**src/design/acc_csr_pkg.sv**
```systemverilog
`default_nettype none

package acc_csr_pkg;

  // ----------------------------------------
  // Widths with a meaning
  // ----------------------------------------
  // CSR value, operand or engine result
  typedef logic [31:0] csr_data_t;
  // CSR address as issued by the core
  typedef logic [31:0] csr_addr_t;
  // Register index inside the CSR map
  typedef logic [2:0]  csr_idx_t;
  // Raw instruction word on the offload port
  typedef logic [31:0] instr_t;
  // Transaction id for response routing
  typedef logic [4:0]  acc_id_t;

  // ----------------------------------------
  // CSR map
  // ----------------------------------------
  localparam csr_idx_t CsrOpA     = 3'd0;
  localparam csr_idx_t CsrOpB     = 3'd1;
  localparam csr_idx_t CsrCount   = 3'd2;
  // Bit 0 set on write starts the engine
  localparam csr_idx_t CsrCtrl    = 3'd3;
  // Bit 0 is busy, read-only
  localparam csr_idx_t CsrStatus  = 3'd4;
  // Read-only, loaded when the engine finishes
  localparam csr_idx_t CsrResult  = 3'd5;
  // First index outside the map
  localparam csr_idx_t CsrNumRegs = 3'd6;

  // ----------------------------------------
  // Instruction match patterns
  // ----------------------------------------
  // Fixed funct3 and SYSTEM opcode, rest don't-care
  localparam instr_t CsrrsMatch  = 32'b????????????_?????_010_?????_1110011;
  localparam instr_t CsrrcMatch  = 32'b????????????_?????_011_?????_1110011;
  localparam instr_t CsrrsiMatch = 32'b????????????_?????_110_?????_1110011;
  localparam instr_t CsrrciMatch = 32'b????????????_?????_111_?????_1110011;

endpackage

`default_nettype wire

```
**src/design/acc_id_fifo.sv**
```systemverilog
`default_nettype none

module acc_id_fifo #(
  parameter int unsigned Depth = 4
) (
  input  wire logic                clk_i,
  input  wire logic                rst_i,
  // Write side
  input  wire logic                push_i,
  input  wire acc_csr_pkg::acc_id_t push_id_i,
  // Read side
  input  wire logic                pop_i,
  output acc_csr_pkg::acc_id_t     head_id_o,
  // Occupancy flags
  output logic                     full_o,
  output logic                     empty_o
);

  // Pointer and counter widths
  localparam int unsigned PtrW = (Depth > 1) ? $clog2(Depth) : 1;
  localparam int unsigned CntW = $clog2(Depth + 1);

  acc_csr_pkg::acc_id_t mem_q [Depth];
  logic [PtrW-1:0] wr_ptr_q;
  logic [PtrW-1:0] rd_ptr_q;
  logic [CntW-1:0] count_q;

  // Flags straight from the count
  assign full_o    = (count_q == CntW'(Depth));
  assign empty_o   = (count_q == '0);
  // Oldest outstanding id
  assign head_id_o = mem_q[rd_ptr_q];

  // Id storage
  always_ff @(posedge clk_i) begin
    if (push_i) begin
      mem_q[wr_ptr_q] <= push_id_i;
    end
  end

  // Pointers wrap at Depth even when it is not a power of two
  always_ff @(posedge clk_i) begin
    if (rst_i) begin
      wr_ptr_q <= '0;
      rd_ptr_q <= '0;
      count_q  <= '0;
    end else begin
      if (push_i) begin
        wr_ptr_q <= (wr_ptr_q == PtrW'(Depth - 1)) ? '0 : wr_ptr_q + 1'b1;
      end
      if (pop_i) begin
        rd_ptr_q <= (rd_ptr_q == PtrW'(Depth - 1)) ? '0 : rd_ptr_q + 1'b1;
      end
      // Simultaneous push and pop keeps the count
      if (push_i && !pop_i) begin
        count_q <= count_q + 1'b1;
      end else if (pop_i && !push_i) begin
        count_q <= count_q - 1'b1;
      end
    end
  end

endmodule

`default_nettype wire

```
**src/design/acc_intf_translator.sv**
```systemverilog
`default_nettype none

module acc_intf_translator #(
  // Base address of the CSR block in the core's CSR space
  parameter acc_csr_pkg::csr_addr_t CsrAddrOffset = 32'h3c0,
  parameter int unsigned            IdFifoDepth   = 4
) (
  input  wire logic                   clk_i,
  input  wire logic                   rst_i,
  // Core request side
  input  wire acc_csr_pkg::instr_t    acc_req_op_i,
  input  wire acc_csr_pkg::csr_data_t acc_req_arga_i,
  input  wire acc_csr_pkg::csr_addr_t acc_req_argb_i,
  input  wire acc_csr_pkg::acc_id_t   acc_req_id_i,
  input  wire logic                   acc_qvalid_i,
  output logic                        acc_qready_o,
  // Core response side
  output acc_csr_pkg::csr_data_t      acc_rsp_data_o,
  output acc_csr_pkg::acc_id_t        acc_rsp_id_o,
  output logic                        acc_rsp_error_o,
  output logic                        acc_pvalid_o,
  input  wire logic                   acc_pready_i,
  // CSR request side
  output acc_csr_pkg::csr_data_t      csr_req_data_o,
  output acc_csr_pkg::csr_idx_t       csr_req_addr_o,
  output logic                        csr_req_write_o,
  output logic                        csr_req_valid_o,
  input  wire logic                   csr_req_ready_i,
  // CSR response side
  input  wire acc_csr_pkg::csr_data_t csr_rsp_data_i,
  input  wire logic                   csr_rsp_error_i,
  input  wire logic                   csr_rsp_valid_i,
  output logic                        csr_rsp_ready_o
);

  logic                   write_csr;
  acc_csr_pkg::csr_addr_t addr_rebased;
  logic                   fifo_full;
  logic                   fifo_empty;
  logic                   id_push;
  logic                   id_pop;

  // ----------------------------------------
  // Request path
  // ----------------------------------------
  // Set and clear forms act as reads, all else writes
  always_comb begin
    unique casez (acc_req_op_i)
      acc_csr_pkg::CsrrsMatch,
      acc_csr_pkg::CsrrsiMatch,
      acc_csr_pkg::CsrrcMatch,
      acc_csr_pkg::CsrrciMatch: write_csr = 1'b0;
      default:                  write_csr = 1'b1;
    endcase
  end

  // Rebase into the map, park anything outside at index 7
  assign addr_rebased = acc_req_argb_i - CsrAddrOffset;
  always_comb begin
    if (addr_rebased >= acc_csr_pkg::csr_addr_t'(acc_csr_pkg::CsrNumRegs)) begin
      csr_req_addr_o = 3'd7;
    end else begin
      csr_req_addr_o = addr_rebased[2:0];
    end
  end

  assign csr_req_data_o  = acc_req_arga_i;
  assign csr_req_write_o = write_csr;
  // No new request without room for its id
  assign csr_req_valid_o = acc_qvalid_i && !fifo_full;
  assign acc_qready_o    = csr_req_ready_i && !fifo_full;
  assign id_push         = acc_qvalid_i && acc_qready_o;

  // ----------------------------------------
  // Response path
  // ----------------------------------------
  assign acc_pvalid_o    = csr_rsp_valid_i;
  assign csr_rsp_ready_o = acc_pready_i;
  assign acc_rsp_data_o  = csr_rsp_data_i;
  assign acc_rsp_error_o = csr_rsp_error_i;
  // Retire the oldest id with its response
  assign id_pop          = csr_rsp_valid_i && acc_pready_i && !fifo_empty;

  // Ids of outstanding requests, oldest at the head
  acc_id_fifo #(
    .Depth (IdFifoDepth)
  ) i_acc_id_fifo (
    .clk_i     (clk_i),
    .rst_i     (rst_i),
    .push_i    (id_push),
    .push_id_i (acc_req_id_i),
    .pop_i     (id_pop),
    .head_id_o (acc_rsp_id_o),
    .full_o    (fifo_full),
    .empty_o   (fifo_empty)
  );

endmodule

`default_nettype wire

```
**src/design/acc_csr_file.sv**
```systemverilog
`default_nettype none

module acc_csr_file (
  input  wire logic                   clk_i,
  input  wire logic                   rst_i,
  // CSR request
  input  wire acc_csr_pkg::csr_data_t csr_req_data_i,
  input  wire acc_csr_pkg::csr_idx_t  csr_req_addr_i,
  input  wire logic                   csr_req_write_i,
  input  wire logic                   csr_req_valid_i,
  output logic                        csr_req_ready_o,
  // CSR response
  output acc_csr_pkg::csr_data_t      csr_rsp_data_o,
  output logic                        csr_rsp_error_o,
  output logic                        csr_rsp_valid_o,
  input  wire logic                   csr_rsp_ready_i,
  // Engine control
  output logic                        eng_start_o,
  output acc_csr_pkg::csr_data_t      eng_opa_o,
  output acc_csr_pkg::csr_data_t      eng_opb_o,
  output acc_csr_pkg::csr_data_t      eng_count_o,
  // Engine status
  input  wire logic                   eng_busy_i,
  input  wire logic                   eng_done_i,
  input  wire acc_csr_pkg::csr_data_t eng_result_i
);

  acc_csr_pkg::csr_data_t opa_q;
  acc_csr_pkg::csr_data_t opb_q;
  acc_csr_pkg::csr_data_t count_q;
  acc_csr_pkg::csr_data_t result_q;
  // One-entry response stage
  logic                   rsp_valid_q;
  acc_csr_pkg::csr_data_t rsp_data_q;
  logic                   rsp_error_q;
  // Decoded request
  logic                   req_accept;
  logic                   req_error;
  logic                   req_wr;
  acc_csr_pkg::csr_data_t rd_data;

  // ----------------------------------------
  // Handshake
  // ----------------------------------------
  // Free stage, or one draining this cycle
  assign csr_req_ready_o = !rsp_valid_q || csr_rsp_ready_i;
  assign req_accept      = csr_req_valid_i && csr_req_ready_o;
  assign req_error       = (csr_req_addr_i >= acc_csr_pkg::CsrNumRegs);
  assign req_wr          = req_accept && csr_req_write_i && !req_error;

  // Read mux, also the old value returned by a write
  always_comb begin
    unique case (csr_req_addr_i)
      acc_csr_pkg::CsrOpA:    rd_data = opa_q;
      acc_csr_pkg::CsrOpB:    rd_data = opb_q;
      acc_csr_pkg::CsrCount:  rd_data = count_q;
      // CTRL is write-only
      acc_csr_pkg::CsrCtrl:   rd_data = '0;
      acc_csr_pkg::CsrStatus: rd_data = {31'b0, eng_busy_i};
      acc_csr_pkg::CsrResult: rd_data = result_q;
      default:                rd_data = '0;
    endcase
  end

  // Start only from idle, a start while busy is dropped
  assign eng_start_o = req_wr && (csr_req_addr_i == acc_csr_pkg::CsrCtrl)
                       && csr_req_data_i[0] && !eng_busy_i;

  // ----------------------------------------
  // Registers
  // ----------------------------------------
  always_ff @(posedge clk_i) begin
    if (rst_i) begin
      opa_q    <= '0;
      opb_q    <= '0;
      count_q  <= '0;
      result_q <= '0;
    end else begin
      if (req_wr) begin
        // STATUS and RESULT writes fall through
        unique case (csr_req_addr_i)
          acc_csr_pkg::CsrOpA:   opa_q   <= csr_req_data_i;
          acc_csr_pkg::CsrOpB:   opb_q   <= csr_req_data_i;
          acc_csr_pkg::CsrCount: count_q <= csr_req_data_i;
          default: ;
        endcase
      end
      // Engine owns RESULT
      if (eng_done_i) begin
        result_q <= eng_result_i;
      end
    end
  end

  // Response stage, held while stalled
  always_ff @(posedge clk_i) begin
    if (rst_i) begin
      rsp_valid_q <= 1'b0;
      rsp_data_q  <= '0;
      rsp_error_q <= 1'b0;
    end else if (req_accept) begin
      rsp_valid_q <= 1'b1;
      rsp_data_q  <= req_error ? '0 : rd_data;
      rsp_error_q <= req_error;
    end else if (csr_rsp_ready_i) begin
      rsp_valid_q <= 1'b0;
    end
  end

  assign csr_rsp_valid_o = rsp_valid_q;
  assign csr_rsp_data_o  = rsp_data_q;
  assign csr_rsp_error_o = rsp_error_q;

  // Operands straight from the map
  assign eng_opa_o   = opa_q;
  assign eng_opb_o   = opb_q;
  assign eng_count_o = count_q;

endmodule

`default_nettype wire

```
**src/design/acc_mac_engine.sv**
```systemverilog
`default_nettype none

module acc_mac_engine (
  input  wire logic                   clk_i,
  input  wire logic                   rst_i,
  // Start and operands from the CSR file
  input  wire logic                   start_i,
  input  wire acc_csr_pkg::csr_data_t opa_i,
  input  wire acc_csr_pkg::csr_data_t opb_i,
  input  wire acc_csr_pkg::csr_data_t count_i,
  // Status back to the CSR file
  output logic                        busy_o,
  output logic                        done_o,
  output acc_csr_pkg::csr_data_t      result_o
);

  typedef enum logic {
    StIdle,
    StRun
  } state_e;

  state_e                 state_q;
  acc_csr_pkg::csr_data_t opa_q;
  acc_csr_pkg::csr_data_t opb_q;
  // Cycles left including the current one
  acc_csr_pkg::csr_data_t remain_q;
  acc_csr_pkg::csr_data_t acc_q;
  acc_csr_pkg::csr_data_t product;

  // Low 32 bits only
  assign product  = opa_q * opb_q;
  // Sum after this cycle's step
  assign result_o = acc_q + product;
  assign busy_o   = (state_q == StRun);
  // Last iteration
  assign done_o   = busy_o && (remain_q == 32'd1);

  always_ff @(posedge clk_i) begin
    if (rst_i) begin
      state_q  <= StIdle;
      opa_q    <= '0;
      opb_q    <= '0;
      remain_q <= '0;
      acc_q    <= '0;
    end else begin
      unique case (state_q)
        StIdle: begin
          if (start_i) begin
            state_q  <= StRun;
            opa_q    <= opa_i;
            // Zero count runs one cycle adding nothing
            opb_q    <= (count_i == '0) ? '0 : opb_i;
            remain_q <= (count_i == '0) ? 32'd1 : count_i;
            acc_q    <= '0;
          end
        end
        StRun: begin
          acc_q    <= result_o;
          remain_q <= remain_q - 32'd1;
          if (done_o) begin
            state_q <= StIdle;
          end
        end
        default: state_q <= StIdle;
      endcase
    end
  end

endmodule

`default_nettype wire

```
**src/design/acc_subsystem_top.sv**
```systemverilog
`default_nettype none

module acc_subsystem_top #(
  parameter acc_csr_pkg::csr_addr_t CsrAddrOffset = 32'h3c0,
  parameter int unsigned            IdFifoDepth   = 4
) (
  input  wire logic                   clk_i,
  input  wire logic                   rst_i,
  // Offload request from the core
  input  wire acc_csr_pkg::instr_t    acc_req_op_i,
  input  wire acc_csr_pkg::csr_data_t acc_req_arga_i,
  input  wire acc_csr_pkg::csr_addr_t acc_req_argb_i,
  input  wire acc_csr_pkg::acc_id_t   acc_req_id_i,
  input  wire logic                   acc_qvalid_i,
  output logic                        acc_qready_o,
  // Offload response to the core
  output acc_csr_pkg::csr_data_t      acc_rsp_data_o,
  output acc_csr_pkg::acc_id_t        acc_rsp_id_o,
  output logic                        acc_rsp_error_o,
  output logic                        acc_pvalid_o,
  input  wire logic                   acc_pready_i
);

  // ----------------------------------------
  // Translator to CSR file
  // ----------------------------------------
  acc_csr_pkg::csr_data_t csr_req_data;
  acc_csr_pkg::csr_idx_t  csr_req_addr;
  logic                   csr_req_write;
  logic                   csr_req_valid;
  logic                   csr_req_ready;
  acc_csr_pkg::csr_data_t csr_rsp_data;
  logic                   csr_rsp_error;
  logic                   csr_rsp_valid;
  logic                   csr_rsp_ready;

  // CSR file to engine
  logic                   eng_start;
  acc_csr_pkg::csr_data_t eng_opa;
  acc_csr_pkg::csr_data_t eng_opb;
  acc_csr_pkg::csr_data_t eng_count;
  logic                   eng_busy;
  logic                   eng_done;
  acc_csr_pkg::csr_data_t eng_result;

  acc_intf_translator #(
    .CsrAddrOffset (CsrAddrOffset),
    .IdFifoDepth   (IdFifoDepth)
  ) i_acc_intf_translator (
    .clk_i           (clk_i),
    .rst_i           (rst_i),
    .acc_req_op_i    (acc_req_op_i),
    .acc_req_arga_i  (acc_req_arga_i),
    .acc_req_argb_i  (acc_req_argb_i),
    .acc_req_id_i    (acc_req_id_i),
    .acc_qvalid_i    (acc_qvalid_i),
    .acc_qready_o    (acc_qready_o),
    .acc_rsp_data_o  (acc_rsp_data_o),
    .acc_rsp_id_o    (acc_rsp_id_o),
    .acc_rsp_error_o (acc_rsp_error_o),
    .acc_pvalid_o    (acc_pvalid_o),
    .acc_pready_i    (acc_pready_i),
    .csr_req_data_o  (csr_req_data),
    .csr_req_addr_o  (csr_req_addr),
    .csr_req_write_o (csr_req_write),
    .csr_req_valid_o (csr_req_valid),
    .csr_req_ready_i (csr_req_ready),
    .csr_rsp_data_i  (csr_rsp_data),
    .csr_rsp_error_i (csr_rsp_error),
    .csr_rsp_valid_i (csr_rsp_valid),
    .csr_rsp_ready_o (csr_rsp_ready)
  );

  acc_csr_file i_acc_csr_file (
    .clk_i           (clk_i),
    .rst_i           (rst_i),
    .csr_req_data_i  (csr_req_data),
    .csr_req_addr_i  (csr_req_addr),
    .csr_req_write_i (csr_req_write),
    .csr_req_valid_i (csr_req_valid),
    .csr_req_ready_o (csr_req_ready),
    .csr_rsp_data_o  (csr_rsp_data),
    .csr_rsp_error_o (csr_rsp_error),
    .csr_rsp_valid_o (csr_rsp_valid),
    .csr_rsp_ready_i (csr_rsp_ready),
    .eng_start_o     (eng_start),
    .eng_opa_o       (eng_opa),
    .eng_opb_o       (eng_opb),
    .eng_count_o     (eng_count),
    .eng_busy_i      (eng_busy),
    .eng_done_i      (eng_done),
    .eng_result_i    (eng_result)
  );

  acc_mac_engine i_acc_mac_engine (
    .clk_i    (clk_i),
    .rst_i    (rst_i),
    .start_i  (eng_start),
    .opa_i    (eng_opa),
    .opb_i    (eng_opb),
    .count_i  (eng_count),
    .busy_o   (eng_busy),
    .done_o   (eng_done),
    .result_o (eng_result)
  );

endmodule

`default_nettype wire

```
**config.mk**
```make
export PLATFORM = sky130hd
export DESIGN_NAME = acc_subsystem_top
export DESIGN_NICKNAME = d
export VERILOG_FILES = /design/src/design/acc_csr_pkg.sv /design/src/design/acc_id_fifo.sv /design/src/design/acc_intf_translator.sv /design/src/design/acc_csr_file.sv /design/src/design/acc_mac_engine.sv /design/src/design/acc_subsystem_top.sv
export SDC_FILE = /design/constraint.sdc
export NUM_CORES = 2
export LEC_CHECK = 0
export BUFFER_PORTS_ARGS = -buffer_cell sky130_fd_sc_hd__buf_2
export CAP_MARGIN = 20
export CORE_ASPECT_RATIO = 0.7
export CORE_MARGIN = 1.5
export CORE_UTILIZATION = 27
export CTS_CLUSTER_DIAMETER = 120
export DETAILED_ROUTE_END_ITERATION = 6
export GPL_ROUTABILITY_DRIVEN = 0
export SETUP_SLACK_MARGIN = 0.1
export SYNTH_ARGS = -nofsm -noshare
export SYNTH_HDL_FRONTEND = slang
export SYNTH_HIERARCHICAL = 1
export SYNTH_SLANG_ARGS = --single-unit
```
**constraint.sdc**
```tcl
create_clock -name clk_i -period 9.7 [get_ports clk_i]
set_clock_uncertainty 0.05 [all_clocks]
set_input_delay 0 -clock clk_i [delete_from_list [all_inputs] [get_ports clk_i]]
set_output_delay 0 -clock clk_i [all_outputs]
set_load 0.02 [all_outputs]
```
* Word-level counts from Yosys, hierarchy flattened *
Memories as Yosys holds them, arrays and structs flattened. A register that Yosys moved wholly into a read port is not among the register bits.
Index checks and enable logic that the tools add are counted.
Widths: inputs -> output; s select.

word-level totals
  memories kept = 1
  register bits after elaboration = 298
  input port bits = 105
  output and inout port bits = 40
  logic and storage cells = 96
  RAM bits = 20

memory list
  memory                                     depth  width  read ports  clocked after memory_dff  write ports  RTL line           source
  i_acc_intf_translator.i_acc_id_fifo.mem_q  4      5      1           1                         1            acc_id_fifo.sv:23  acc_csr_pkg::acc_id_t mem_q [Depth];

cells by class
  reductions and logical operators = 32
  equality and inequality tests = 14
  order comparisons = 2
  muxes and demuxes = 23
  bitwise gates (word level) = 1
  $add $sub $neg = 7
  $mul = 1

operators with widths
  cell                    count
  $mux 32                 5
  $pmux 32 s5             1
  $pmux 32 s2             2
  $add 32x32->32          1
  $eq 32x1->1 const B     1
  $ge 32x3->1 const B     1
  $logic_not 32->1        1
  $mul 32x32->32          1
  $sub 32x1->32 const B   1
  $sub 32x10->32 const B  1
  $eq 10x10->1 const B    2
  $eq 10x9->1 const B     2
  $logic_and 1x1->1       14
  $eq 3x3->1 const B      3
  $mux 3                  3
  $mux 2                  4
  $reduce_and 2->1        4
  $logic_not 1->1         7
  $mux 1                  7
  $eq 3x2->1 const B      2
  $logic_not 3->1         2
  $add 2x1->2 const B     2
  $eq 2x2->1 const B      2
  $reduce_bool 2->1       2
  9 further kinds         9

* Longest topological paths before layout *
  word-level depth = 11
  gate-level depth with buffers = 30
  depth with buffers taken out = 28

* Cells and area by module *
Netlist, hierarchy kept.

modules (own cells, without submodules)
  module               area an instance (µm²)  times used  cells an instance  seq. area each (µm²)
  acc_mac_engine       21,898.5                1           2,547              2,582.5
  acc_csr_file         6,536.3                 1           698                3,243.1
  acc_id_fifo          1,167.4                 1           71                 780.7
  acc_intf_translator  661.9                   1           88                 0.0

* Worst setup path before layout *
Ideal clock, no wire load.

  kind = reg2reg
  start = register i_acc_mac_engine.opb_q[6]
  end = register i_acc_csr_file.result_q[30]
  arrival time = 6.964 ns
  period minus slack after synthesis = 7.141 ns
  required time = 9.522 ns
  path buffers = 2
  path slack = 2.559 ns
  cell stages (with the launch flop) = 28
  library setup time = 0.128 ns
  cells stage by stage = dfxtp_1 clkbuf_1 clkbuf_1 and2_1 fa_1 fa_1 fa_1 inv_1 fa_1 inv_1 fa_1 inv_1 fa_1 inv_1 fa_1 inv_1 fa_1 inv_1 ha_1 nand4_1 or3_1 o221a_2 o31ai_1 o21ai_0 a21oi_1 nor2_1 mux2i_1 nor2_1

between the ends
  longest elaborated chain between the ends = 2

RTL lines
  element                 RTL line                 source
  start, declared         acc_mac_engine.sv:24     acc_csr_pkg::csr_data_t opb_q;
  start signal, assigned  acc_mac_engine.sv:52     opb_q <= (count_i == '0) ? '0 : opb_i;
  $mul 32x32->32          acc_mac_engine.sv:31     assign product = opa_q * opb_q;
  $add 32x32->32          acc_mac_engine.sv:33     assign result_o = acc_q + product;
  net eng_result[30]      acc_subsystem_top.sv:44  acc_csr_pkg::csr_data_t eng_result;
  end signal, assigned    acc_csr_file.sv:90       result_q <= eng_result_i;
  end, declared           acc_csr_file.sv:31       acc_csr_pkg::csr_data_t result_q;

The timed path passes the listed nets, and every way through them passes these cells.
A chain may end at the register's enable or synchronous reset.

* Worst setup path after layout *
  start = register i_acc_mac_engine.opb_q[8]
  end = register i_acc_csr_file.result_q[30]

The elaborated chain is that of the path after synthesis.

==> reports/metrics.cfg <==
[finish]
final_cell_mix = 524 x inv_1, 524 x nand2_1, 439 x fa_1, 296 x dfxtp_1, 270 x and2_1
drive_gt1_frac = 0.0731
final_area_um2 = 33200
layout.nets = 4049
syn2layout_area_growth_pct = 9.61

[floorplan]
start_util = 0.273
core_area_um2 = 111000
die_h_um = 283
die-area_um2 = 114000
pin_count = 145
num_rows = 102
die-width_um = 403

[timing]
slew_headroom = 0.259
final_max_slew_viol_count = 0
holdWs_ns = 0.161
finalSetupViolCount = 0
hold_viol_final = 0
clock.fmax_mhz = 124
fin_crit_ns = 8.07
rsz0062_at_grt = false
tightest_slew_ns = 1.11
finalSetupTns_ns = 0
fin_crit_sh = 0.832

[synth]
synth_area_leaders = fa_1 29%, dfxtp_1 20%, nand2_1 6.5%
synthArstFlopShare = 0
synth_compound_area_frac = 0.0798
synthCells = 3404
ys_seq_area_frac = 0.218
ys_ff_latch = 320
synthAdderAreaFrac = 0.345
synth_area_leader_cell = fa_1
synth-edff-count = 20
synth_top_family_by_area = adder cells
yosysWarnings = 6
netlist_area_um2 = 30300
synth_nets = 4080
synth_cell_types = 73
syn_area_per_cell_um2 = 8.89
synth-simple-area-share = 0.173
yosysTopAreaCellShare = 0.290
synth_xor_area_frac = 0.0262
synth_ff_type = dfxtp_1
muxShareOfSynthArea = 0.0477

[route]
via_per_inst = 4.73
wl_per_cell_um = 18.3
drc = 0
drt_wl_total_mm = 88.8
dr.pass1.iters = 6
drt_iter0_markers = 1853
vias = 22900
antenna_left = 0

[setup_path]
critPathLaunchType = register
cp.required_ns = 10.09
cp.arrival_ns = 8.46
rr_worst_depth = 25
worstSetupEndpointType = register
path_class = reg -> reg
critPathMaxFanout = 14

[place]
hpwl_mm = 66.5
portBuffers = 120
placed_cell_area_um2 = 31800

[global_routing]
grt_usage = 0.156
antenna_found_initial = 1
grt_max_degree = 101
grt_pass1_wl_mm = 139
grt_pass1_vias = 22900
gr-total-overflow = 0

[cts]
cts.path.max_buffers = 3
htree_levels = 1
cts_setup_buffers = 0
worst_skew_pair.late_latency_ns = 0.58
cts-buffers-inserted = 26
clk_pin_slew_ns = 0.08
cts_root_buf = clkbuf_16
cts_tree = yes
cts.sinks = 320

[power]
power_leakage_uw = 0.0147
vdd_drop_max_uv = 121
power_density_nw_per_um2 = 82.7

[flow_run]
maxCapViolCount = 0

[run_status]
status = finished, final reports clean

[hold_path]
hold_path_class = in -> reg
holdPathStages = 2

## metal layers
layer  global-route usage  share of wire  up-vias
li1                     -              -    10500
met1                0.243           0.49    11600
met2                0.219           0.41      768
met3               0.0374          0.086       71
met4               0.0193          0.013        0
met5                    0              0        -
## final timing paths
kind                                                     from                                                   endpoint  slack, ns
setup reg to reg       i_acc_mac_engine/opb_q[8]$_SDFFE_PP0P_                   i_acc_csr_file/result_q[30]$_SDFFE_PP0P_       1.63
hold reg to reg   i_acc_csr_file/csr_rsp_error_o$_SDFFE_PP0P_                i_acc_csr_file/csr_rsp_error_o$_SDFFE_PP0P_       0.40
setup / recovery       i_acc_mac_engine/opb_q[8]$_SDFFE_PP0P_                   i_acc_csr_file/result_q[30]$_SDFFE_PP0P_       1.63
hold / removal                                acc_req_id_i[3]  i_acc_intf_translator/i_acc_id_fifo/mem_q[2][3]$_DFFE_PP_       0.16
## cells by family after synthesis
kind of cell,Yosys count
adder cells (fa/ha/maj),571
XOR/XNOR,89
buffers and inverters,798
flip-flops,320
AO/OA/AOI/OAI,378
multiplexers,138
AND/OR/NAND/NOR,1110
## layout make-up
| type | instances | area, um^2 |
|---|---|---|
| Antenna cell | 3 | 7.51 |
| Clock inverter | 16 | 238 |
| Clock buffer | 31 | 699 |
| Fill cell | 11600 | 77700 |
| Inverter | 525 | 1970 |
| Multi-Input combinational cell | 2286 | 20300 |
| Tap cell | 1456 | 1820 |
| Timing Repair Buffer | 214 | 1480 |
| Sequential cell | 320 | 6610 |
## sequential cells by signal, indices dropped and copies added (netlist names), 2 cells and up, named ones only
signal / flops
i_acc_csr_file/eng_opb_o: 32
i_acc_intf_translator/i_acc_id_fifo/rd_ptr_q: 2
i_acc_csr_file/eng_opa_o: 32
i_acc_intf_translator/i_acc_id_fifo/wr_ptr_q: 2
i_acc_intf_translator/i_acc_id_fifo/count_q: 3
i_acc_intf_translator/i_acc_id_fifo/mem_q: 20
i_acc_csr_file/result_q: 32
i_acc_mac_engine/opb_q: 32
i_acc_mac_engine/acc_q: 32
i_acc_csr_file/csr_rsp_data_o: 32
i_acc_mac_engine/remain_q: 32
i_acc_mac_engine/opa_q: 32
i_acc_csr_file/eng_count_o: 32
## Yosys cell counts (all sizes together), types with 41 or more instances
| library cell | count |
|---|---|
| a21oi | 198 |
| and2 | 270 |
| buf | 103 |
| clkbuf | 170 |
| dfxtp | 300 |
| fa | 439 |
| ha | 132 |
| inv | 524 |
| mux2i | 133 |
| nand2 | 526 |
| nand3 | 41 |
| nor2 | 151 |
| xnor2 | 67 |
## critical path, cell delays in order, from the launching register on
cell and delay, ns:
dfxtp_1 0.99, buf_4 0.37, nand2_1 0.11, fa_1 0.43, inv_1 0.07, fa_1 0.43, fa_1 0.51, inv_1 0.05
fa_1 0.47, inv_1 0.05, fa_1 0.48, fa_1 0.50, fa_1 0.49, inv_1 0.05, fa_1 0.47, inv_1 0.05
ha_1 0.38, nand4_1 0.12, or3_1 0.37, o221a_2 0.30, o31ai_1 0.52, o21ai_0 0.19, a21oi_1 0.22, nor2_1 0.07
mux2i_1 0.13, nor2_1 0.05
## power breakdown
group          switching, uW  total (uW)  internal [uW]
Clock                    559        1220            658
Sequential              13.3        1360           1340
Combinational            101         167           66.9
## what timing repair did
item,CTS,global route
endpoints found under the hold margin,127,0
resized for setup,0,0
hold buffers,40,0
## stage by stage
| step | utilization | cells | power (uW) | worst slack (ns) |
|---|---|---|---|---|
| 2_1_floorplan | - | 3404 | 1490 | 2.56 |
| 4_1_cts | 0.299 | 4846 | 2750 | 1.58 |
| 6_report | 0.299 | 4851 | 2740 | 1.63 |
| 5_1_grt | 0.299 | 4848 | 2830 | 1.27 |
| 3_3_place_gp | 0.286 | 4758 | 1530 | 1.48 |
| 3_5_place_dp | 0.286 | 4759 | 1540 | 1.61 |
No activity file was read; power rests on OpenSTA's default activity.
